## config.mk

```make
export PLATFORM = sky130hd
export DESIGN_NAME = hazardUnit
export DESIGN_NICKNAME = d
export VERILOG_FILES = /design/src/cpuPkg.sv /design/src/hazardUnit.sv
export SDC_FILE = /design/constraint.sdc
export NUM_CORES = 1
export LEC_CHECK = 0
export ABC_AREA = 1
export ABC_CLOCK_PERIOD_IN_PS = 800
export BUFFER_PORTS_ARGS = -buffer_cell sky130_fd_sc_hd__buf_2
export CORE_MARGIN = 3
export CORE_UTILIZATION = 26
export DETAILED_ROUTE_END_ITERATION = 10
export GPL_TIMING_DRIVEN = 1
export PLACE_DENSITY_LB_ADDON = 0.12
export SYNTH_ARGS = -nofsm -noshare
export SYNTH_HDL_FRONTEND = slang
export SYNTH_SLANG_ARGS = --single-unit
```

## constraint.sdc

```tcl
create_clock -name vclk -period 0.8
set_input_delay 0.08 -clock vclk [all_inputs]
set_output_delay 0.08 -clock vclk [all_outputs]
set_load 0.02 [all_outputs]
```

## src/cpuPkg.sv

```systemverilog
// subset MIPS types; no delay slots, so jal links pc+4 and MMIO sits at 0x4000_0000.
package cpuPkg;

    typedef logic [31:0] wordT;
    typedef logic [4:0] regAddrT;

    typedef enum logic [2:0] {
        OP_ADDU, OP_SUBU, OP_AND, OP_OR, OP_SLT, OP_SLL, OP_LUI
    } aluOpT;

    typedef enum logic [1:0] {WB_ALU, WB_MEM, WB_LINK} wbSelT;
    typedef enum logic [1:0] {DST_RD, DST_RT, DST_RA} dstSelT;
    typedef enum logic [1:0] {FWD_REG, FWD_EXMEM, FWD_MEMWB} fwdSelT;

    typedef struct packed {
        logic regWr;
        logic memRd;
        logic memWr;
        logic branch;
        logic branchNe;
        logic jump;
        logic link;
        logic aluSrcImm;
        logic aluSrcShamt;
        logic signExt;
        aluOpT aluOp;
        wbSelT wbSel;
        dstSelT dstSel;
    } ctrlT;

    // an all-zero pipeline register is a bubble.
    typedef struct packed {
        logic valid;
        wordT pcPlus4;
        wordT instr;
    } ifIdT;

    typedef struct packed {
        ctrlT ctrl;
        wordT pcPlus4;
        wordT rsVal;
        wordT rtVal;
        wordT imm;
        regAddrT dst;
    } idExT;

    typedef struct packed {
        ctrlT ctrl;
        wordT result;
        wordT storeData;
        regAddrT dst;
    } exMemT;

    typedef struct packed {
        ctrlT ctrl;
        regAddrT dst;
        wordT result;
        wordT memData;
    } memWbT;

    localparam wordT LED_ADDR = 32'h4000_0000;
    localparam wordT DIGIT_ADDR = 32'h4000_0004;

endpackage

```

## src/hazardUnit.sv

```systemverilog
// forwarding targets decode; a load in execute costs one stall, branches win over everything.
`timescale 1ns/1ns

module hazardUnit import cpuPkg::*; (
    input regAddrT rs,
    input regAddrT rt,
    input ctrlT idCtrl,
    input regAddrT exDst,
    input ctrlT exCtrl,
    input regAddrT memDst,
    input ctrlT memCtrl,
    input logic branchTaken,
    output fwdSelT fwdA,
    output fwdSelT fwdB,
    output logic stall,
    output logic flushIfId,
    output logic flushIdEx
);

    function automatic fwdSelT pickSource(regAddrT src, regAddrT eDst, logic eWr,
                                          regAddrT mDst, logic mWr);
        // youngest writer first.
        if (eWr && eDst != '0 && eDst == src) begin
            return FWD_EXMEM;
        end
        if (mWr && mDst != '0 && mDst == src) begin
            return FWD_MEMWB;
        end
        return FWD_REG;
    endfunction

    logic loadUse;

    assign fwdA = pickSource(rs, exDst, exCtrl.regWr, memDst, memCtrl.regWr);
    assign fwdB = pickSource(rt, exDst, exCtrl.regWr, memDst, memCtrl.regWr);

    assign loadUse = exCtrl.memRd && exDst != '0 && (exDst == rs || exDst == rt);

    // jumps read no registers, so they never wait on a load.
    assign stall = loadUse && !idCtrl.jump && !branchTaken;
    assign flushIfId = branchTaken || idCtrl.jump;
    assign flushIdEx = branchTaken || stall;

endmodule

```

==> metrics.md <==
| Metric | Value |
|---|---|
| I/O Pins | `79` |
| Drt drc | `0` |
| Worst min-delay path class | `in2out` |
| Flop pwr share | `0` |
| Arrival time worst endpoint | `930 ps` |
| P_int | `0.205 mW` |
| Worst Setup End Kind | `output port` |
| Detailed Place HPWL | `1010 um` |
| Post-Syn Area | `380 um^2` |
| Total power | `0.397 mW` |
| Pwr Density | `476 nW/um^2` |
| Final Core Density | `0.625` |
| Seq cells | `0` |
| Routability cong. | `0.830` |
| Area leader, netlist | `nand2_1` |
| Max Cap Viol | `0` |
| N_diodes | `0` |
| Top-count cell post-synth | `nand2_1` |
| Startpoint types | `input port` |
| Final Hold Vio Count | `0` |
| Area contributors post-synth | `nand2_1 30%, nor2_1 16%, xnor2_1 14%` |
| Initial Utilization | `0.285` |
| Full die area | `1960 um^2` |
| Core area | `1330 um^2` |
| Initial antenna violation count | `0` |
| Netlist cell types | `10` |
| Synth top area share | `0.296` |
| First-pass GRT wire length | `1960 um` |
| RSZ-0062 raised after global routing | `yes` |
| Antenna Nets Post-Route | `0` |
| Psw | `0.192 mW` |
| Post-Syn Instances | `82` |
| Routed len/inst | `9.34 um` |
| Reg area | `0 um^2` |
| Largest net degree at the start of global routing | `5` |
| Final Max Slew Viols | `0` |
| # setup viols final | `6` |
| Vias in the first global route | `496` |
| Post-layout minimum cycle time | `1010 ps` |
| Least-Margin Pin Slew | `just over 200 ps` |
| Switch share | `0.484` |
| Crit path from | `rt[0]` |
| Total iterations of the first detailed-routing run | `4` |
| Gr usage total | `0.123` |
| Max Clk Rate | `993 MHz` |
| Leakage Power | `0.448 nW` |
| Slew headroom | `0.864` |
| Failing checks | `negative setup slack` |
| Pre-CTS WS | `-319 ps` |
| Clock power frac | `0` |
| Peak VDD IR | `0.236 mV` |
| Syn_nets | `154` |
| Fin nets | `190` |
| Die W | `44.3 um` |
| # fillers | `between 100 and 150` |
| Routed WL | `around 1200 um` |
| PnR worst setup slack | `-207 ps` |
| Die Y | `between 40 and 50 um` |
| Vias | `between 500 and 600` |
| Setup TNS | `-899 ps` |
| DRT iter0 DRCs | `6` |
| Vias per cell | `4.30` |
| Worst Setup Path Type | `in2out` |
| Seq/Total Area, Yosys | `0` |
| Post-CTS setup repair buffer count | `0` |
| Status | `finished, violations left` |
| Grt total ovfl | `0` |
| Final period util | `1.26` |
| Yosys warns | `0` |
| Logic pwr share | `1.000` |
| Row cnt | `13` |
| HP Start | `branchTaken` |
| Area delta synth->final | `119%` |
| Layout cells sized above 1 | `0.543` |
| Clk_buf instances | `0` |
| Critical Path RT | `720 ps` |
| PortBufs | `32` |
| Avg Inst Size Synth | `4.64 um^2` |
| Synth top cells by count | `30 x nand2_1, 16 x nor2_1, 13 x inv_1` |
| Crit path max fanout | `3` |
[cell usage in the layout, fill, tap and decap left out]
master / n
buf_2: 12
buf_4: 2
buf_6: 16
buf_8: 4
inv_1: 11
inv_2: 4
nand2_1: 24
nand2_2: 5
nand2_4: 1
nand3_1: 2
nand3_2: 2
nor2_1: 5
nor2_2: 5
nor2_4: 7
nor3_2: 3
o21ai_2: 1
xnor2_1: 6
xor2_1: 5
xor2_2: 1
[final timing paths]
check / end / slack, ps / cells after the start
worst min-delay path: stall / 420 / 3
worst max-delay path: stall / -210 / 9
[per-layer routing]
layer  vias to the layer above  GRT usage  wire [um]
met5                         -          0          0
met4                         0          0          0
met3                         0          0        113
met2                        21      0.209        595
met1                       234      0.183        514
li1                        308          -          -
[layout make-up]
type / instances / area [um^2] / area share
multi-input combinational: 67 / 443 / 0.532
timing repair buffer: 34 / 315 / 0.378
inverter: 15 / 56.3 / 0.0676
tap: 15 / 18.8 / 0.0225
[metrics by stage]
step | cell area, um^2 | hold WS, ps | std cells
floorplan | 418 | 192 | 82
global placement | 612 | 451 | 131
detailed placement | 612 | 451 | 131
CTS | 747 | 427 | 131
global route | 833 | 434 | 131
finish | 833 | 424 | 131
[critical path, cell delays in order]
cell and delay, ps:
buf_8 100, nor2_4 90, nor2_2 40, nor2_2 120, nand3_2 120, nand2_2 110
nand2_4 60, nor2_4 70, buf_6 110
[repair_timing]
action	4_1_cts	5_1_grt
endpoints found under the setup margin	6	6
gates resized for setup	37	23
hold buffers	0	0
pin swaps	17	10
gates cloned	0	0
[power groups by stage]
stage                     Combinational [mW]  Sequential [mW]  Clock (mW)
after floorplan                        0.150                0           0
after global placement                 0.283                0           0
after detailed placement               0.284                0           0
after CTS                              0.349                0           0
after global routing                   0.433                0           0
final                                  0.397                0           0
[cells by family (layout without fill, tap and decap cells)]
| family | count (synthesis) | count (layout) | share of synthesized area |
|---|---|---|---|
| simple gates | 54 | 54 | 0.563 |
| buf+inv | 15 | 49 | 0.148 |
| compound gates | 1 | 1 | 0.0131 |
| xor+xnor | 12 | 12 | 0.276 |
(Power assumes the default switching activity.)
