`src/cpuPkg.sv`:
```
// subset MIPS types; no delay slots, so jal links pc+4 and MMIO sits at 0x4000_0000.
package cpuPkg;

    typedef logic [31:0] wordT;
    typedef logic [4:0] regAddrT;

    typedef enum logic [2:0] {
        OP_ADDU, OP_SUBU, OP_AND, OP_OR, OP_SLT, OP_SLL, OP_LUI
    } aluOpT;

    typedef enum logic [1:0] {WB_ALU, WB_MEM, WB_LINK} wbSelT;
    typedef enum logic [1:0] {DST_RD, DST_RT, DST_RA} dstSelT;
    typedef enum logic [1:0] {FWD_REG, FWD_EXMEM, FWD_MEMWB} fwdSelT;

    typedef struct packed {
        logic regWr;
        logic memRd;
        logic memWr;
        logic branch;
        logic branchNe;
        logic jump;
        logic link;
        logic aluSrcImm;
        logic aluSrcShamt;
        logic signExt;
        aluOpT aluOp;
        wbSelT wbSel;
        dstSelT dstSel;
    } ctrlT;

    // an all-zero pipeline register is a bubble.
    typedef struct packed {
        logic valid;
        wordT pcPlus4;
        wordT instr;
    } ifIdT;

    typedef struct packed {
        ctrlT ctrl;
        wordT pcPlus4;
        wordT rsVal;
        wordT rtVal;
        wordT imm;
        regAddrT dst;
    } idExT;

    typedef struct packed {
        ctrlT ctrl;
        wordT result;
        wordT storeData;
        regAddrT dst;
    } exMemT;

    typedef struct packed {
        ctrlT ctrl;
        regAddrT dst;
        wordT result;
        wordT memData;
    } memWbT;

    localparam wordT LED_ADDR = 32'h4000_0000;
    localparam wordT DIGIT_ADDR = 32'h4000_0004;

endpackage

```
`src/controlDecoder.sv`:
```
// decodes only the listed subset; anything else comes out as a bubble.
`timescale 1ns/1ns

module controlDecoder import cpuPkg::*; (
    input wordT instr,
    output ctrlT ctrl
);

    logic [5:0] opcode;
    logic [5:0] funct;

    assign opcode = instr[31:26];
    assign funct = instr[5:0];

    always_comb begin
        ctrl = '0;
        case (opcode)
            6'h00: begin
                ctrl.regWr = 1'b1;
                ctrl.dstSel = DST_RD;
                case (funct)
                    6'h21: ctrl.aluOp = OP_ADDU;
                    6'h23: ctrl.aluOp = OP_SUBU;
                    6'h24: ctrl.aluOp = OP_AND;
                    6'h25: ctrl.aluOp = OP_OR;
                    6'h2a: ctrl.aluOp = OP_SLT;
                    6'h00: begin
                        ctrl.aluOp = OP_SLL;
                        ctrl.aluSrcShamt = 1'b1;
                    end
                    default: ctrl.regWr = 1'b0;
                endcase
            end
            6'h09, 6'h0f, 6'h0d, 6'h23: begin
                ctrl.regWr = 1'b1;
                ctrl.dstSel = DST_RT;
                ctrl.aluSrcImm = 1'b1;
                ctrl.signExt = (opcode != 6'h0d);
                ctrl.aluOp = (opcode == 6'h0f) ? OP_LUI :
                             (opcode == 6'h0d) ? OP_OR : OP_ADDU;
                ctrl.memRd = (opcode == 6'h23);
                ctrl.wbSel = (opcode == 6'h23) ? WB_MEM : WB_ALU;
            end
            6'h2b: begin
                ctrl.memWr = 1'b1;
                ctrl.aluSrcImm = 1'b1;
                ctrl.signExt = 1'b1;
            end
            6'h04, 6'h05: begin
                // compare by subtraction in execute.
                ctrl.branch = 1'b1;
                ctrl.branchNe = (opcode == 6'h05);
                ctrl.signExt = 1'b1;
                ctrl.aluOp = OP_SUBU;
            end
            6'h02, 6'h03: begin
                ctrl.jump = 1'b1;
                ctrl.link = (opcode == 6'h03);
                ctrl.regWr = (opcode == 6'h03);
                ctrl.wbSel = (opcode == 6'h03) ? WB_LINK : WB_ALU;
                ctrl.dstSel = DST_RA;
            end
            default: ctrl = '0;
        endcase
    end

endmodule

```
`config.mk`:
```
export PLATFORM = sky130hd
export DESIGN_NAME = controlDecoder
export DESIGN_NICKNAME = d
export VERILOG_FILES = /design/src/cpuPkg.sv /design/src/controlDecoder.sv
export SDC_FILE = /design/constraint.sdc
export NUM_CORES = 1
export LEC_CHECK = 0
export ABC_CLOCK_PERIOD_IN_PS = 1600
export BUFFER_PORTS_ARGS = -buffer_cell sky130_fd_sc_hd__buf_2
export CORE_AREA = 2 2 39 41
export DETAILED_ROUTE_END_ITERATION = 16
export DIE_AREA = 0 0 41 43
export PLACE_DENSITY = 0.66
export SYNTH_ARGS = -nofsm -noshare
export SYNTH_HDL_FRONTEND = slang
export SYNTH_SLANG_ARGS = --single-unit
```
`constraint.sdc`:
```
create_clock -name vclk -period 1.6
set_clock_uncertainty 0.15 [all_clocks]
set_input_delay 0.32 -clock vclk [all_inputs]
set_output_delay 0.32 -clock vclk [all_outputs]
set_load 0.01 [all_outputs]
```
==> results of run 1 <==
## cells by family after synthesis
family,count (synthesis),synth area share
compound gates,13,0.260
xor+xnor,1,0.0256
buf+inv,6,0.0915
simple gates,33,0.623
## power groups by stage
| stage | logic [uW] | registers (uW) | clock network, uW |
|---|---|---|---|
| floorplan | 45.9 | 0 | 0 |
| global placement | 104 | 0 | 0 |
| detailed placement | 106 | 0 | 0 |
| CTS | 129 | 0 | 0 |
| global route | 159 | 0 | 0 |
| finish | 147 | 0 | 0 |
## what timing repair did
item / in CTS / in global routing
hold buffers: 0 / 0
resized for setup: 15 / 11
buffers inserted: 5 / 1
setup endpoints to repair: 14 / 17
pin swaps: 9 / 6
## worst max path at each step
stage                    to  slack (ns)  cells after the start
floorplan           ctrl[5]     -0.0007                      4
global placement    ctrl[6]       -0.19                      6
detailed placement  ctrl[4]       -0.20                      6
CTS                 ctrl[6]       -0.06                      6
global route        ctrl[7]       -0.10                      7
finish              ctrl[5]       -0.07                      6
## metrics by stage
| step | hold WS (ns) | TNS [ns] |
|---|---|---|
| floorplan | 0.531 | -0.000662 |
| global placement | 0.813 | -1.21 |
| detailed placement | 0.813 | -1.35 |
| CTS | 0.740 | -0.251 |
| global route | 0.784 | -0.670 |
| finish | 0.771 | -0.258 |
## critical path, stage by stage
cell and delay (ns):
buf_8 0.10, nor2_4 0.11, and4b_4 0.27, nand3b_4 0.10
o22ai_1 0.15, buf_2 0.15
## layout make-up
cell class | instances | area, um2 | area share
multi-input combinational | 47 | 380 | 0.521
timing repair buffer | 45 | 318 | 0.436
tap | 16 | 20.0 | 0.0274
inverter | 3 | 11.3 | 0.0154
## layer usage
metal,share of wire,up-vias
li1,-,276
met1,0.41,244
met2,0.52,19
met3,0.056,2
met4,0.0094,0
met5,0,-
## placed cells by master (no fill, tap or decap)
master    netlist  final
and4_1          2      2
nor2_4          1      3
o21ai_1         1      2
a21oi_2         0      2
a21oi_1         5      3
nand3b_1        2      2
inv_1           3      3
nor3_1          2      2
o211ai_1        1      1
nor2b_2         0      1
o31ai_1         1      1
o211ai_2        2      2
and3_4          0      1
nand3b_4        1      1
buf_4           2     14
nor2_1          7      4
nand2_1         3      3
and3_1          4      3
nand2b_4        0      3
o22ai_1         1      1
buf_6           0      6
a21o_1          1      1
nand2b_1        6      3
nand3_1         2      2
and4b_4         1      1
nor4b_4         0      1
xor2_1          1      1
buf_2           1     23
nor2_2          0      1
buf_8           0      2
==> run summary, run 1 <==
Initial antenna violation count: 0
Number of iterations in the first detailed-routing pass: 4
Internal power: 80.2 uW
Final Power: 147 uW
Rows: 14
Met2 usage: 0.278
Static leakage: 0.000419 uW
Met3 Use GR: 0.00524
Seq/Total Area, Yosys: 0
Final instance area: 729 um2
Crit path time final: 1.67 ns
Die Wd: 41 um
FMAX: 599 MHz
Synth top area cells: nand2b_1, nor2_1, a21oi_1
Std-Cell Core Area: 1380 um2
Non-Filler Instances: 111
Starting Density: 0.247
Critical Path Fanout Max: 3
Rel. slew slack: 0.839
Worst VDD drop: 0.0000811 V
Total Wirelength: 1.27 mm
Yosys warns: 0
Detailed Route Iter0 Violations: 12
Power Dens Cells: 202 nW/um2
Fraction of layout cells with a size suffix above 1: 0.642
Worst Hold End: ctrl[11]
Synth cell count leaders: nor2_1, nand2b_1, a21oi_1, and3_1
Pin count of the biggest net entering global routing: 11
Share of the synthesized area in the top cell type: 0.110
Element type at the critical path end: primary output
Core Util, Final: 0.527
Antenna cells: 0
Storage cell area: 0 um2
Outcome: finished, violations left
Clk pwr share: 0
Vias in the first global route: 485
ANT nets after route: 0
Psw: 67.1 uW
Post-DP Area: 581 um2
# Max-Cap Violations: 0
Hold Crit Start: instr[28]
Setup Slack @ Placement: -0.201 ns
Clkbuf count: 0
Syn_nets: 85
Final Hold Fails: 0
Dpl cells: 106
First-pass GRT wire length: 1.99 mm
Vias per cell: 4.87
Critical path class: in2out
Leading area contributor after synthesis: nand2b_1
CP Data Required Time: 1.13 ns
Hold path depth: 3
Most numerous cell in the Yosys netlist: nor2_1
Critical path startpoint: instr[29]
Sequential Power Share: 0
I/O pin total: 49
Final setup vio count: 5
Die area: 1760 um2
Cells after Synth: 53
Remaining DRCs: 0
Fin nets: 129
GRT Util Overall: 0.153
Syn-to-layout area delta: 114%
Worst Path Arrival: 1.20 ns
Netlist Area Pre-Place: 342 um2
Worst hold path type: in2out
Die Height: 43 um
Synth Area per Inst: 6.44 um2
Busiest grt layer: met2
Max-slew violation count: 0
Pin slew with the least headroom to its limit: 0.241 ns
RD Place Congestion: 0.840
Via count: 541
Final Worst Setup Slack: -0.0683 ns
Netlist cell types: 25
RSZ-0062 raised after global routing: yes
DP HPWL: 947 um
Grt ovf: 0
GR Util met1: 0.193
Seq cells: 0
Port bufs: 29
Switching Share: 0.455
Fillers: 134
Avg WL per Cell: 11.5 um
Tcrit/Tclk final: 1.04
Combinational Power Share: 1.000
Startpoint Class: input pin
Failing checks: setup timing
No activity file was read; power rests on OpenSTA's default activity.
==> run 2: changes to the inputs <==
- RECOVER_POWER: not set -> 50
==> run 2 against run 1 <==
Net effect: the run still ends with setup timing left; clock-buffer cell count unchanged; die area unchanged; sequential cell count unchanged; design area decreased by 0.51%.
==> run summary, run 2 (synthesis gave the netlist of run 1 again) <==
Outcome: finished, violations left
Failing checks: setup timing
Critical Path Fanout Max: 3
Met2 WL: 676 um
Total Wirelength: 1.29 mm
Final Hold Fails: 0
CP cell instances: buf_8 -> nor2_4 -> and4b_4 -> nand3b_4 -> o22ai_1 -> buf_2
Power Dens Cells: 202 nW/um2
Pin slew with the least headroom to its limit: 0.246 ns
Rel. slew slack: 0.835
Hold-fix buffers, CTS: 0
Storage cell area: 0 um2
Clkbuf count: 0
Antenna cells: 0
Syn-to-layout area delta: 112%
Worst Hold End: ctrl[11]
Worst Path Arrival: 1.20 ns
Pin count of the biggest net entering global routing: 11
Vias in the first global route: 485
Fraction of layout cells with a size suffix above 1: 0.621
Die Wd: 41 um
Die Height: 43 um
Remaining DRCs: 0
Die area: 1760 um2
Vias per cell: 4.95
Non-Filler Instances: 111
Avg WL per Cell: 11.7 um
Crit path time final: 1.67 ns
Min Hold Slack: 0.771 ns
RSZ-0062 raised after global routing: yes
CP Data Required Time: 1.13 ns
GRT Util Overall: 0.153
Port bufs: 29
DR top layer: met4
Max-slew violation count: 0
Static leakage: 0.000413 uW
Startpoint Class: input pin
Initial antenna violation count: 0
Seq cells: 0
Critical path class: in2out
RD Place Congestion: 0.840
Tcrit/Tclk final: 1.05
Worst VDD drop: 0.0000796 V
Critical Path Max Stage Delay: 0.27 ns
Final Worst Setup Slack: -0.0742 ns
Worst hold path type: in2out
Element type at the critical path end: primary output
Dpl cells: 106
Number of iterations in the first detailed-routing pass: 4
Hold Crit Start: instr[28]
FMAX: 597 MHz
CP max stage cell: and4b_4
DP HPWL: 947 um
ANT nets after route: 0
# Max-Cap Violations: 0
Hold path depth: 3
Most common cell after layout, fill and taps aside: buf_2
Most frequent cells in the layout: buf_2, buf_4, buf_6, nor2_1
First-pass GRT wire length: 1.99 mm
Starting Density: 0.247
Setup_tns: -0.273 ns
Grt ovf: 0
I/O pin total: 49
Final setup vio count: 5
Rows: 14
Fillers: 135
Met1 wire length: 535 um
WL met3: 69 um
Detailed Route Iter0 Violations: 13
Fin nets: 129
Via count: 550
Std-Cell Core Area: 1380 um2
[run 2: cell count changes in the layout (fill, tap and decap cells not counted), sizes merged]
cell	before	now
buf	45	43
clkbuf	0	2
[run 2: timing repair]
action,CTS,global route
setup endpoints to repair,14,17
setup buffers,5,1
pin swaps,9,6
gates resized for setup,15,11
[run 2: layout make-up]
class	instances	area (um2)	area share
Multi-Input combinational cell	47	378	0.521
Timing Repair Buffer	45	317	0.436
Inverter	3	11.3	0.0155
Tap cell	16	20.0	0.0276
[run 2: layer usage]
layer	GRT usage	vias to the layer above
li1	-	276
met4	0.0133	0
met3	0.00524	2
met5	0	-
met1	0.193	255
met2	0.278	17
[run 2: how the worst max path moves through the flow]
stage	from	endpoint	slack, ns
floorplan	instr[28]	ctrl[5]	-0.0007
global route	instr[29]	ctrl[7]	-0.10
CTS	instr[29]	ctrl[6]	-0.06
finish	instr[29]	ctrl[5]	-0.07
detailed placement	instr[27]	ctrl[4]	-0.20
global placement	instr[27]	ctrl[6]	-0.19
[run 2: where the power goes]
group          switching [uW]  internal (uW)  total, uW  leakage, uW
sequential                  0              0          0            0
clock                       0              0          0            0
combinational            67.0           79.9        147     0.000413
total                    67.0           79.9        147     0.000413
[run 2: metrics by stage]
stage	instance area [um2]	setup WS (ns)	power, uW	util
6_report	726	-0.0742	147	0.524
5_1_grt	726	-0.104	158	0.524
2_1_floorplan	353	-0.000662	45.9	-
3_3_place_gp	581	-0.194	104	0.420
3_5_place_dp	581	-0.201	106	0.420
4_1_cts	672	-0.0570	129	0.486
[run 2: worst max-delay path, delay by kind of cell]
family                 cells  cell delay (ns)
buffers and inverters      2             0.26
AND/OR/NAND/NOR            3             0.47
AO/OA/AOI/OAI              1             0.15
==> run 3: changes to the inputs <==
- RECOVER_POWER: 50 -> 25
==> run 3 against run 2 <==
Net effect: first-iteration DRC count unchanged; die area unchanged; critical endpoint unchanged; power about the same; largest cell class unchanged; combinational power about the same; clock-buffer cell count stayed put; via count is 0.36% higher; utilization rose by 0.090 points; hold slack unchanged; sequential cell count is the same; the run still ends with setup timing left; non-clock buffer count unchanged; wire length decreased by 0.46%; maximum frequency stayed put.
==> run summary, run 3 (synthesis gave the netlist of run 1 again) <==
Critical path endpoint: ctrl[5]
Pin slew with the least headroom to its limit: 0.246 ns
Post-DP Area: 581 um2
Fraction of layout cells with a size suffix above 1: 0.632
Pin count of the biggest net entering global routing: 11
Min Hold Slack: 0.771 ns
Critical path startpoint: instr[29]
FMAX: 597 MHz
Hold-fix buffers, CTS: 0
Final instance area: 727 um2
Setup_tns: -0.273 ns
Most common cell after layout, fill and taps aside: buf_2
Antenna cells: 0
First-pass GRT wire length: 1.99 mm
Remaining DRCs: 0
ANT nets after route: 0
Rel. slew slack: 0.835
Worst VDD drop: 0.0000795 V
RSZ-0062 raised after global routing: yes
Final Power: 147 uW
Failing checks: setup timing
Crit path time final: 1.67 ns
Rows: 14
Avg WL per Cell: 11.6 um
Starting Density: 0.247
Element type at the critical path end: primary output
CP Data Required Time: 1.13 ns
Storage cell area: 0 um2
Port bufs: 29
Final Worst Setup Slack: -0.0742 ns
Fin nets: 129
Tcrit/Tclk final: 1.05
I/O pin total: 49
Critical path class: in2out
Outcome: finished, violations left
Clkbuf count: 0
Seq cells: 0
Core Util, Final: 0.525
Std-Cell Core Area: 1380 um2
Die Height: 43 um
Power Dens Cells: 202 nW/um2
Syn-to-layout area delta: 113%
Final Hold Fails: 0
Detailed Route Iter0 Violations: 13
# Max-Cap Violations: 0
Initial antenna violation count: 0
Worst Path Arrival: 1.20 ns
Vias per cell: 4.97
GRT Util Overall: 0.153
Number of iterations in the first detailed-routing pass: 4
Total Wirelength: 1.29 mm
Most frequent cells in the layout: buf_2, buf_4, buf_6, nor2_1
Via count: 552
RD Place Congestion: 0.840
Worst hold path type: in2out
Final setup vio count: 5
Die Wd: 41 um
Vias in the first global route: 485
Max-slew violation count: 0
Critical Path Fanout Max: 3
Die area: 1760 um2
Static leakage: 0.000419 uW
Grt ovf: 0
DP HPWL: 947 um
Startpoint Class: input pin
-- run 3: cell types whose count changed in the layout (fill, tap and decap cells not counted), sizes merged --
cell    before  now
clkbuf       2    0
buf         43   45
-- run 3: worst max-delay path: stages --
cell	delay, ns
buf_8	0.10
nor2_4	0.11
and4b_4	0.27
nand3b_4	0.09
o22ai_1	0.15
buf_2	0.16
-- run 3: worst min-delay path by stage --
stage                    from  cells past startpoint  slack, ns  endpoint
finish              instr[28]                      3       0.77  ctrl[11]
global route        instr[28]                      3       0.78  ctrl[11]
CTS                 instr[30]                      3       0.74   ctrl[7]
detailed placement  instr[30]                      3       0.81   ctrl[7]
global placement    instr[30]                      3       0.81   ctrl[7]
floorplan           instr[29]                      1       0.53   ctrl[1]
-- run 3: what timing repair did --
action	in CTS	in global routing
endpoints found under the setup margin	14	17
resized for setup	15	11
pin swaps	9	6
setup buffers	5	1
-- run 3: area by class of cell --
cell class,count,area [um2]
Inverter,3,11.3
Multi-Input combinational cell,47,378
Fill cell,135,657
Timing Repair Buffer,45,318
Tap cell,16,20.0
-- run 3: where the power goes --
group,leakage [uW],internal [uW],switching (uW)
Sequential,0,0,0
Clock,0,0,0
Combinational,0.000419,80.0,67.0
Total,0.000419,80.0,67.0
-- run 3: stage by stage --
stage	setup slack, ns	instances
after floorplan	-0.000662	53
after global placement	-0.194	106
after detailed placement	-0.201	106
after CTS	-0.0570	111
after global routing	-0.104	111
final	-0.0742	111
-- run 3: routing by layer --
metal | share of wire | global-route usage | vias up
met5 | 0 | 0 | -
met4 | 0.0093 | 0.0133 | 0
met3 | 0.054 | 0.00524 | 2
met2 | 0.53 | 0.278 | 17
met1 | 0.41 | 0.193 | 257
li1 | - | - | 276
