==> src/displayScan.sv <==
// active-low anodes and segments, dp always off; each digit is lit 2**SCAN_DIV_LOG cycles.
`timescale 1ns/1ns

module displayScan #(
    parameter int SCAN_DIV_LOG = 16
) (
    input logic sysclk,
    input logic rstN,
    input logic [15:0] digits,
    output logic [3:0] an,
    output logic [7:0] seg
);

    logic [SCAN_DIV_LOG+1:0] cnt;
    logic [SCAN_DIV_LOG+1:0] cntNext;
    logic [1:0] sel;

    function automatic logic [7:0] hexSeg(logic [3:0] nib);
        case (nib)
            4'h0: return 8'hC0;
            4'h1: return 8'hF9;
            4'h2: return 8'hA4;
            4'h3: return 8'hB0;
            4'h4: return 8'h99;
            4'h5: return 8'h92;
            4'h6: return 8'h82;
            4'h7: return 8'hF8;
            4'h8: return 8'h80;
            4'h9: return 8'h90;
            4'hA: return 8'h88;
            4'hB: return 8'h83;
            4'hC: return 8'hC6;
            4'hD: return 8'hA1;
            4'hE: return 8'h86;
            default: return 8'h8E;
        endcase
    endfunction

    // select from the next count so the registered outputs line up with cnt.
    assign cntNext = cnt + 1'b1;
    assign sel = cntNext[SCAN_DIV_LOG+1 -: 2];

    always_ff @(posedge sysclk) begin
        if (!rstN) begin
            cnt <= '0;
            an <= 4'b1110;
            seg <= 8'hC0;
        end else begin
            cnt <= cntNext;
            an <= ~(4'b0001 << sel);
            seg <= hexSeg(digits[sel*4 +: 4]);
        end
    end

endmodule

==> config.mk <==
export PLATFORM = sky130hd
export DESIGN_NAME = displayScan
export DESIGN_NICKNAME = d
export VERILOG_FILES = /design/src/displayScan.sv
export SDC_FILE = /design/constraint.sdc
export NUM_CORES = 1
export LEC_CHECK = 0
export BUFFER_PORTS_ARGS = -buffer_cell sky130_fd_sc_hd__buf_2
export CAP_MARGIN = 20
export CORE_MARGIN = 2
export CORE_UTILIZATION = 50
export DETAILED_ROUTE_END_ITERATION = 10
export PLACE_DENSITY = 0.84
export RECOVER_POWER = 100
export SLEW_MARGIN = 5
export SYNTH_ARGS = -nofsm -noshare
export SYNTH_HDL_FRONTEND = slang
export SYNTH_SLANG_ARGS = --single-unit
==> constraint.sdc <==
create_clock -name sysclk -period 3.41 [get_ports sysclk]
set_input_delay 0.5115 -clock sysclk [delete_from_list [all_inputs] [get_ports sysclk]]
set_output_delay 0.5115 -clock sysclk [all_outputs]
set_load 0.1 [all_outputs]
==> out/results.txt, run 1 <==
run status = completed
reg2reg path depth = 10
Top Ports = 30
register area = 581 µm²
minimum clock period = 2870 ps
Fin Clk Skew = 10.7 ps
die area = 0.00384 mm²
Die Y-Extent = 62.0 µm
Leak = 0.000723 µW
Chip Width = 62.0 µm
final WL = 3.25 mm
post-synthesis sequential area ratio = 34.5%
Post-Syn Area per Cell = 8.49 µm²
drt drc = 0
# diodes = 0
Synth Instances = 198
relative slew slack = 22.0%
Power Total = 743 µW
Worst VDD drop = 0.166 mV
Reg power frac = 47.3%
Syn Nets = 223
metal2 WL = 1.64 mm
fillers = 312
Metal-1 WL = 1.42 mm
number of routed nets with antenna violations = 0
Setup Fix Bufs, Post-CTS = 0
worst slew pin tran = 1180 ps
HP Class = reg2reg
TritonCTS buffer count = 5
critical path launch point type = flop
sw power = 212 µW
WL per Instance = 12.1 µm
CP max stage cell = nor4_1
Ys Warns = 0
Post-CTS Hold Buffers = 0
Root Driver = clkbuf_4
FP Rows = 21
synth unique cells = 43
crit path cell chain = ha_1, nand3_1, nor4_1, xnor2_2, nor3_1, a31o_2, inv_1, ha_1, mux2_1, o32ai_1
GR Util All Layers = 18.9%
unrepaired setup endpoints after global routing = no
post-CTS sizing = 0
# H-tree levels = 2
internal power = 530 µW
# clock sinks = 29
EDFF count, synth = 0
Vias = 1,420
asr flop ratio synth = 0%
sw frac = 28.6%
met3 WL = 121 µm
Slew Limit Fails = 0
Max Fclk = 349 MHz
Initial Util = 51.2%
Final Hold Viols = 0
Max Cap Viol = 0
CP max stage delay = 570 ps
nets = 247
fin crit share = 84.0%
clock share of power = 38.1%
largest net degree at the start of global routing = 29
setup TNS = 0 ps
Worst Path Arrival = 3120 ps
Worst-Skew Late Latency = 340 ps
critical path class = reg2reg
WHS = 468 ps
placer congestion estimate = 0.849
starting DRC count in detailed routing = 60
I/O Buffers = 28
core area = 0.00328 mm²
layout cells sized above 1 = 14.8%
Worst-path clk slew = 100 ps
HPWL Detailed = 2.42 mm
worst hold path depth = 1
post-layout util = 56.9%
CTS tree = done
required time worst endpoint = 3660 ps
most frequent cells in the layout = dfxtp_1, nand2_1, nor2_1
Syn-to-layout area delta = 11.2%
buffer depth of the longest clock path = 2
number of global-route vias before repair = 1,188
most common cell after layout, fill and taps aside = dfxtp_1
# setup viols final = 0
Comb pwr share = 14.6%
initial antenna violation count = 0
first-pass GRT wire length = 5.15 mm
first drt pass iteration count = 4
largest fanout on the critical path = 9
DR vias/cell = 5.28
synthesized area = 0.00168 mm²
global route overflow = 0
PD cells = 398 mW/mm²
top routing layer in use = met4
Top FF cell, synth = dfxtp_1
Crit. End Element = flop
Worst path most repeated cell = ha_1
Multi-input gate area = 0.00101 mm²
Seq cells post-synth = 29
==> routing by layer <==
metal | vias up | global-route usage, %
li1 | 745 | -
met1 | 635 | 22.1
met2 | 33 | 31.4
met3 | 7 | 5.59
met4 | 0 | 9.12
met5 | - | 0
==> cells by family after synthesis <==
| family | Yosys count | share of synthesized area, % |
|---|---|---|
| XOR/XNOR | 16 | 8.79 |
| multiplexers | 3 | 1.86 |
| buffers and inverters | 14 | 4.02 |
| AO/OA/AOI/OAI | 32 | 14.3 |
| AND/OR/NAND/NOR | 96 | 31.0 |
| other | 1 | 0.223 |
| adder cells (fa/ha/maj) | 7 | 5.21 |
| flip-flops | 29 | 34.5 |
==> sequential cells by signal, indices dropped and copies added (netlist names) <==
| name | flops |
|---|---|
| cnt | 18 |
| seg | 7 |
| an | 4 |
==> critical path: cells and delay by family (launching register included) <==
| family | cells | cell delay [ps] |
|---|---|---|
| buffers and inverters | 1 | 100 |
| adders and majority gates | 2 | 410 |
| xor gates and xnor gates | 1 | 260 |
| and+or+nand+nor | 3 | 1030 |
| muxes | 1 | 300 |
| DFF | 1 | 380 |
| AOI/OAI and AO/OA | 2 | 300 |
==> Yosys cell counts, types with 2 or more instances <==
cell      number  area (µm²)
and3_1         2        12.5
nand4_2        2        25.0
clkbuf_1       6        22.5
a31o_2         2        17.5
a211oi_1       6        45.0
and4_1         4        35.0
dfxtp_1       29         581
a22oi_1        6        45.0
nor3_1         6        30.0
or3_1          3        18.8
inv_1          2        7.51
nand2_1       25        93.8
nand4_1        6        37.5
buf_2          3        15.0
xnor2_1        7        61.3
xor2_1         8        70.1
o32ai_1        2        17.5
mux2i_1        2        20.0
nand3_1        7        35.0
and2_1         6        37.5
o21ai_0        5        25.0
nor2_1        18        67.6
nand2b_1      12        75.1
a21oi_1        4        20.0
ha_1           7        87.6
==> cell type report <==
type	count	share of cell area (%)
Clock buffer	5	2.01
Clock inverter	3	2.48
Inverter	3	0.603
Multi-Input combinational cell	155	54.1
Sequential cell	29	31.1
Tap cell	46	3.08
Timing Repair Buffer	28	6.70
==> power by group through the flow <==
| stage | Sequential, µW | Clock, µW | Combinational (µW) |
|---|---|---|---|
| finish | 351 | 283 | 109 |
| global route | 353 | 306 | 117 |
| CTS | 351 | 290 | 112 |
| detailed placement | 359 | 0 | 111 |
| global placement | 359 | 0 | 111 |
| floorplan | 400 | 0 | 48.0 |
==> stage by stage <==
step,setup slack (ps),cells,instance area (µm²)
5_1_grt,300,269,1870
2_1_floorplan,1090,198,1680
3_3_place_gp,883,261,1820
4_1_cts,815,269,1910
3_5_place_dp,830,261,1820
6_report,544,269,1870
==> final timing paths <==
| kind | startpoint | endpoint | slack [ps] |
|---|---|---|---|
| hold / removal | cnt[0]$_SDFF_PN0_ | cnt[0]$_SDFF_PN0_ | 470 |
| setup / recovery | cnt[0]$_SDFF_PN0_ | seg[4]$_SDFF_PN0_ | 540 |
| hold reg to reg | cnt[0]$_SDFF_PN0_ | cnt[0]$_SDFF_PN0_ | 470 |
| setup reg to reg | cnt[0]$_SDFF_PN0_ | seg[4]$_SDFF_PN0_ | 540 |
No activity file was read; power rests on OpenSTA's default activity.
==> inputs of run 2 (changes only) <==
Settings changed: PLACE_DENSITY 0.84 to 0.86.
Clock period 3.41 ns to 2.53 ns, I/O delays scaled along.
==> run 2 against run 1 <==
Compared with the run above:
- sequential cell count is the same
- combinational power grew 47%
- cell count grew 3.7%
- power grew 40%
- sequential power grew 34%
- clock power grew 44%
- worst hold slack lost 120 ps
- largest cell class unchanged
==> out/results.txt, run 2 (same netlist as run 1, synthesis figures left out) <==
run status = completed
R2R Path Start = cnt[11]$_SDFF_PN0_
Crit. End Element = flop
WHS = 345 ps (-123 ps)
core area = 0.00328 mm² (unchanged)
starting DRC count in detailed routing = 90 (+50%)
# H-tree levels = 2 (unchanged)
buffer depth of the longest clock path = 2 (unchanged)
WL per Instance = 12.9 µm (+7.1%)
Worst-path clk slew = 100 ps (about the same)
Power Total = 1040 µW (+40%)
number of global-route vias before repair = 1,298 (+9.3%)
placed cell count = 269 (+3.1%)
internal power = 745 µW (+40%)
Syn-to-layout area delta = 22.8%
die area = 0.00384 mm² (unchanged)
sw frac = 28.3% (-0.33 points)
PD cells = 503 mW/mm² (+27%)
worst slew pin tran = 1180 ps (+5.21 ps)
minimum clock period = 2400 ps (-462 ps)
Worst Path Arrival = 2660 ps (-460 ps)
sw power = 293 µW (+38%)
CP top delay family = simple AND/OR/NAND/NOR gates
clock share of power = 39.2% (+1.1 points)
crit path cell chain = and4_4, nand4_1, buf_4, nor3_2, o21ai_0, a31o_2, inv_2, ha_1, nand2_1, o32ai_2
Die Y-Extent = 62.0 µm (unchanged)
global route overflow = 0 (unchanged)
Post-CTS Hold Buffers = 0 (unchanged)
biggest regs = cnt: 18 flops, seg: 7 flops, an: 4 flops
Layout Cells excl Fill = 279 (+3.7%)
Worst-Skew Late Latency = 340 ps (about the same)
start point of the worst hold path = rstN
worst hold path depth = 2 (+1)
final WL = 3.61 mm (+11%)
post-layout util = 62.8% (+5.9 points)
# setup viols final = 0 (unchanged)
required time worst endpoint = 2790 ps (-870 ps)
terminus of the critical flop-to-flop path = seg[4]$_SDFF_PN0_
layout cells sized above 1 = 30.5% (+16 points)
critical path launch point type = flop
CP max stage delay = 370 ps (-200 ps)
TritonCTS buffer count = 5 (unchanged)
Biggest register = cnt
largest net degree at the start of global routing = 29 (unchanged)
# diodes = 0 (unchanged)
critical path buffer and inverter count = 2 (+1)
most frequent cells in the layout = nand2_1, nor2_1, buf_2
most common cell after layout, fill and taps aside = nand2_1
Top Ports = 30 (unchanged)
CTS tree = done
I/O Buffers = 28 (unchanged)
relative slew slack = 21.6% (-0.35 points)
Initial Util = 51.2% (unchanged)
Max Cap Viol = 0 (unchanged)
reg2reg path depth = 10 (unchanged)
final instance area = 0.00206 mm² (+10%)
Largest register FFs = 18 (unchanged)
Root Driver = clkbuf_4
placer congestion estimate = 0.912 (+7.5%)
DR vias/cell = 5.38 (+1.9%)
Leak = 0.000808 µW (+12%)
HP Class = in2reg
drt drc = 0 (unchanged)
CP max stage cell = dfxtp_2
Final Hold Viols = 0 (unchanged)
HPWL Detailed = 2.62 mm (+8.4%)
largest fanout on the critical path = 7 (-2)
first drt pass iteration count = 4 (unchanged)
Post-DP Area = 0.00188 mm² (+3.3%)
Reg power frac = 45.4% (-1.9 points)
critical path class = reg2reg
Vias = 1,501 (+5.7%)
FP Rows = 21 (unchanged)
nets = 257 (+4.0%)
initial antenna violation count = 0 (unchanged)
Chip Width = 62.0 µm (unchanged)
Worst VDD drop = 0.281 mV (+69%)
Max Fclk = 416 MHz (+19%)
# clock sinks = 29 (unchanged)
Fin Clk Skew = 8.95 ps (-1.79 ps)
first-pass GRT wire length = 5.71 mm (+11%)
Comb pwr share = 15.4% (+0.8 points)
Hold EP = seg[6]$_SDFF_PN1_
fin crit share = 95.0% (+11 points)
Slew Limit Fails = 0 (unchanged)
reg2reg setup slack = 130 ps (-420 ps)
number of routed nets with antenna violations = 0 (unchanged)
GR Util All Layers = 20.3% (+1.4 points)
[run 2: area by class of cell]
class	count	area (µm²)
Fill cell	290	1220
Multi-Input combinational cell	155	1110
Sequential cell	29	603
Timing Repair Buffer	38	190
Tap cell	46	57.6
Clock buffer	6	51.3
Clock inverter	2	37.5
Inverter	3	11.3
[run 2: worst max path at each step]
stage                            start                end  cells past startpoint
floorplan            cnt[8]$_SDFF_PN0_  seg[3]$_SDFF_PN0_                     10
global placement     cnt[0]$_SDFF_PN0_  seg[3]$_SDFF_PN0_                      9
detailed placement   cnt[9]$_SDFF_PN0_  seg[3]$_SDFF_PN0_                      9
CTS                  cnt[9]$_SDFF_PN0_  seg[3]$_SDFF_PN0_                      9
global route        cnt[12]$_SDFF_PN0_  seg[3]$_SDFF_PN0_                     10
finish              cnt[11]$_SDFF_PN0_  seg[4]$_SDFF_PN0_                     10
[run 2: repair_timing]
| action | in CTS | in global routing |
|---|---|---|
| buffers inserted | 0 | 2 |
| gates resized for setup | 0 | 38 |
| setup endpoints to repair | 0 | 6 |
[run 2: worst register-to-register path, cell delays in order (launching register included)]
cell and delay (ps):
dfxtp_2 370, and4_4 260, nand4_1 230, buf_4 220
nor3_2 160, o21ai_0 120, a31o_2 320, inv_2 100
ha_1 190, nand2_1 130, o32ai_2 230
[run 2: power by group through the flow]
stage | sequential, µW | clock, µW | combinational [µW]
final | 471 | 407 | 160
after global routing | 473 | 435 | 173
after CTS | 472 | 412 | 155
after detailed placement | 483 | 0 | 155
after global placement | 483 | 0 | 152
after floorplan | 538 | 0 | 64.7
[run 2: layer usage]
metal  GRT usage, %  up-vias  part of all wire (%)
met5              0        -                     0
met4           10.3        0                   2.7
met3           4.55        9                   4.2
met1           25.3      693                    44
li1               -      759                     -
met2           32.9       40                    49
[run 2: stage by stage]
| stage | TNS [ps] | setup slack [ps] |
|---|---|---|
| finish | 0 | 127 |
| global route | -35.2 | -21.7 |
| detailed placement | 0 | 44.4 |
| floorplan | 0 | 209 |
| CTS | 0 | 27.2 |
| global placement | 0 | 110 |
==> inputs of run 3 (changes only) <==
Settings changed: PLACE_DENSITY 0.86 to 0.75.
==> run 3 against run 2 <==
Compared with the run above:
- critical path depth up 1
- clock power down 18%
- worst hold slack better by 93 ps
- cell count up 1.8%
- design area up 1.4%
- via count up 3.4%
- wire length up 0.28%
- critical endpoint unchanged
- largest cell class unchanged
==> out/results.txt, run 3 (same netlist as run 1, synthesis figures left out) <==
# setup viols final = 0 (unchanged)
starting DRC count in detailed routing = 111 (+23%)
# H-tree levels = 2 (unchanged)
Worst path most repeated cell = buf_4
Max Cap Viol = 0 (unchanged)
Largest register FFs = 18 (unchanged)
TritonCTS buffer count = 5 (unchanged)
I/O Buffers = 28 (unchanged)
Max Fclk = 401 MHz (-3.7%)
biggest regs = cnt: 18 flops, seg: 7 flops, an: 4 flops
critical path class = reg2reg
Leak = 0.000854 µW (+5.7%)
R2R Path Start = cnt[0]$_SDFF_PN0_
drt drc = 0 (unchanged)
die area = 0.00384 mm² (unchanged)
fin crit share = 98.6% (+3.6 points)
first-pass GRT wire length = 5.48 mm (-4.0%)
# clock sinks = 29 (unchanged)
buffer depth of the longest clock path = 2 (unchanged)
PD cells = 462 mW/mm² (-8.2%)
most common cell after layout, fill and taps aside = buf_2
first drt pass iteration count = 4 (unchanged)
CP max stage delay = 360 ps (about the same)
global route overflow = 0 (unchanged)
Die Y-Extent = 62.0 µm (unchanged)
Crit. End Element = flop
FP Rows = 21 (unchanged)
final WL = 3.62 mm (+0.28%)
Final Hold Viols = 0 (unchanged)
WL per Instance = 12.7 µm (-1.5%)
placer congestion estimate = 0.951 (+4.3%)
Worst VDD drop = 0.203 mV (-28%)
CP top delay family = simple AND/OR/NAND/NOR gates
largest fanout on the critical path = 5 (-2)
WHS = 438 ps (+93.2 ps)
post-layout util = 63.7% (+0.88 points)
DR vias/cell = 5.46 (+1.6%)
crit path cell chain = ha_2, nand3_2, nor4_4, buf_4, xnor2_4, nor3_2, a31o_2, buf_4, ha_1, mux2_1, o32ai_2
GR Util All Layers = 19.6% (-0.69 points)
most frequent cells in the layout = buf_2, nand2_1, dfxtp_1
Top Ports = 30 (unchanged)
relative slew slack = 57.5% (+36 points)
Worst-path clk slew = 90 ps (about the same)
Power Total = 967 µW (-6.9%)
critical path buffer and inverter count = 2 (unchanged)
required time worst endpoint = 2780 ps (about the same)
HP Class = reg2reg
origin of the worst setup path = cnt[0]$_SDFF_PN0_
Syn-to-layout area delta = 24.5%
start point of the worst hold path = cnt[0]$_SDFF_PN0_
HPWL Detailed = 2.54 mm (-2.9%)
Worst Path Arrival = 2740 ps (+80 ps)
Chip Width = 62.0 µm (unchanged)
Biggest register = cnt
Slew Limit Fails = 0 (unchanged)
number of global-route vias before repair = 1,339 (+3.2%)
run status = completed
layout cells sized above 1 = 34.5% (+4.0 points)
CP max stage cell = dfxtp_2
number of routed nets with antenna violations = 0 (unchanged)
setup TNS = 0 ps (unchanged)
minimum clock period = 2490 ps (+91.1 ps)
CTS tree = done
# diodes = 0 (unchanged)
Worst-Skew Late Latency = 330 ps (about the same)
Initial Util = 51.2% (unchanged)
nets = 262 (+1.9%)
largest net degree at the start of global routing = 20 (-31%)
worst slew pin tran = 638 ps (-543 ps)
Fin Clk Skew = 5.10 ps (-3.85 ps)
core area = 0.00328 mm² (unchanged)
critical path launch point type = flop
Vias = 1,552 (+3.4%)
initial antenna violation count = 0 (unchanged)
Root Driver = clkbuf_4
run 3: cell types whose count changed in the layout (fill, tap and decap cells not counted), sizes merged:
cell,before,now
buf,24,40
bufinv,1,0
clkbuf,20,9
clkinv,1,2
clkinvlp,1,0
xnor2,8,9
run 3: through the flow:
stage,instances,instance area [µm²],worst slack (ps)
after floorplan,198,1680,209
after global placement,269,1880,117
after detailed placement,269,1880,50.2
after CTS,277,1950,25.6
after global routing,284,2090,-22.0
final,284,2090,35.7
run 3: layout make-up:
| class | instances | area (µm²) |
|---|---|---|
| Sequential cell | 29 | 591 |
| Clock buffer | 7 | 65.1 |
| Tap cell | 46 | 57.6 |
| Timing Repair Buffer | 42 | 240 |
| Inverter | 3 | 11.3 |
| Fill cell | 281 | 1190 |
| Multi-Input combinational cell | 156 | 1120 |
| Clock inverter | 1 | 5.00 |
run 3: power by group:
part / switching [µW] / total [µW] / internal (µW) / leakage [µW]
combinational: 114 / 161 / 47.5 / 0.000573
clock: 171 / 332 / 161 / 0.0000413
sequential: 5.54 / 474 / 469 / 0.000239
run 3: path summary, 6_finish.rpt:
| kind | slack, ps | endpoint | cells past startpoint |
|---|---|---|---|
| worst max-delay path | 40 | seg[4]$_SDFF_PN0_ | 11 |
| worst min-delay path | 440 | cnt[0]$_SDFF_PN0_ | 1 |
| worst max register to register | 40 | seg[4]$_SDFF_PN0_ | 11 |
| worst min register to register | 440 | cnt[0]$_SDFF_PN0_ | 1 |
run 3: layer usage:
layer	part of all wire, %	vias up	global-route usage (%)
met5	0	-	0
met4	2.8	0	9.73
met3	5.9	10	5.59
met2	49	47	33.3
met1	42	724	22.4
li1	-	771	-
run 3: timing repair:
item,CTS,global route
gates resized for setup,0,27
endpoints found under the hold margin,0,0
buffers inserted,0,6
hold buffers,0,0
setup endpoints to repair,0,7
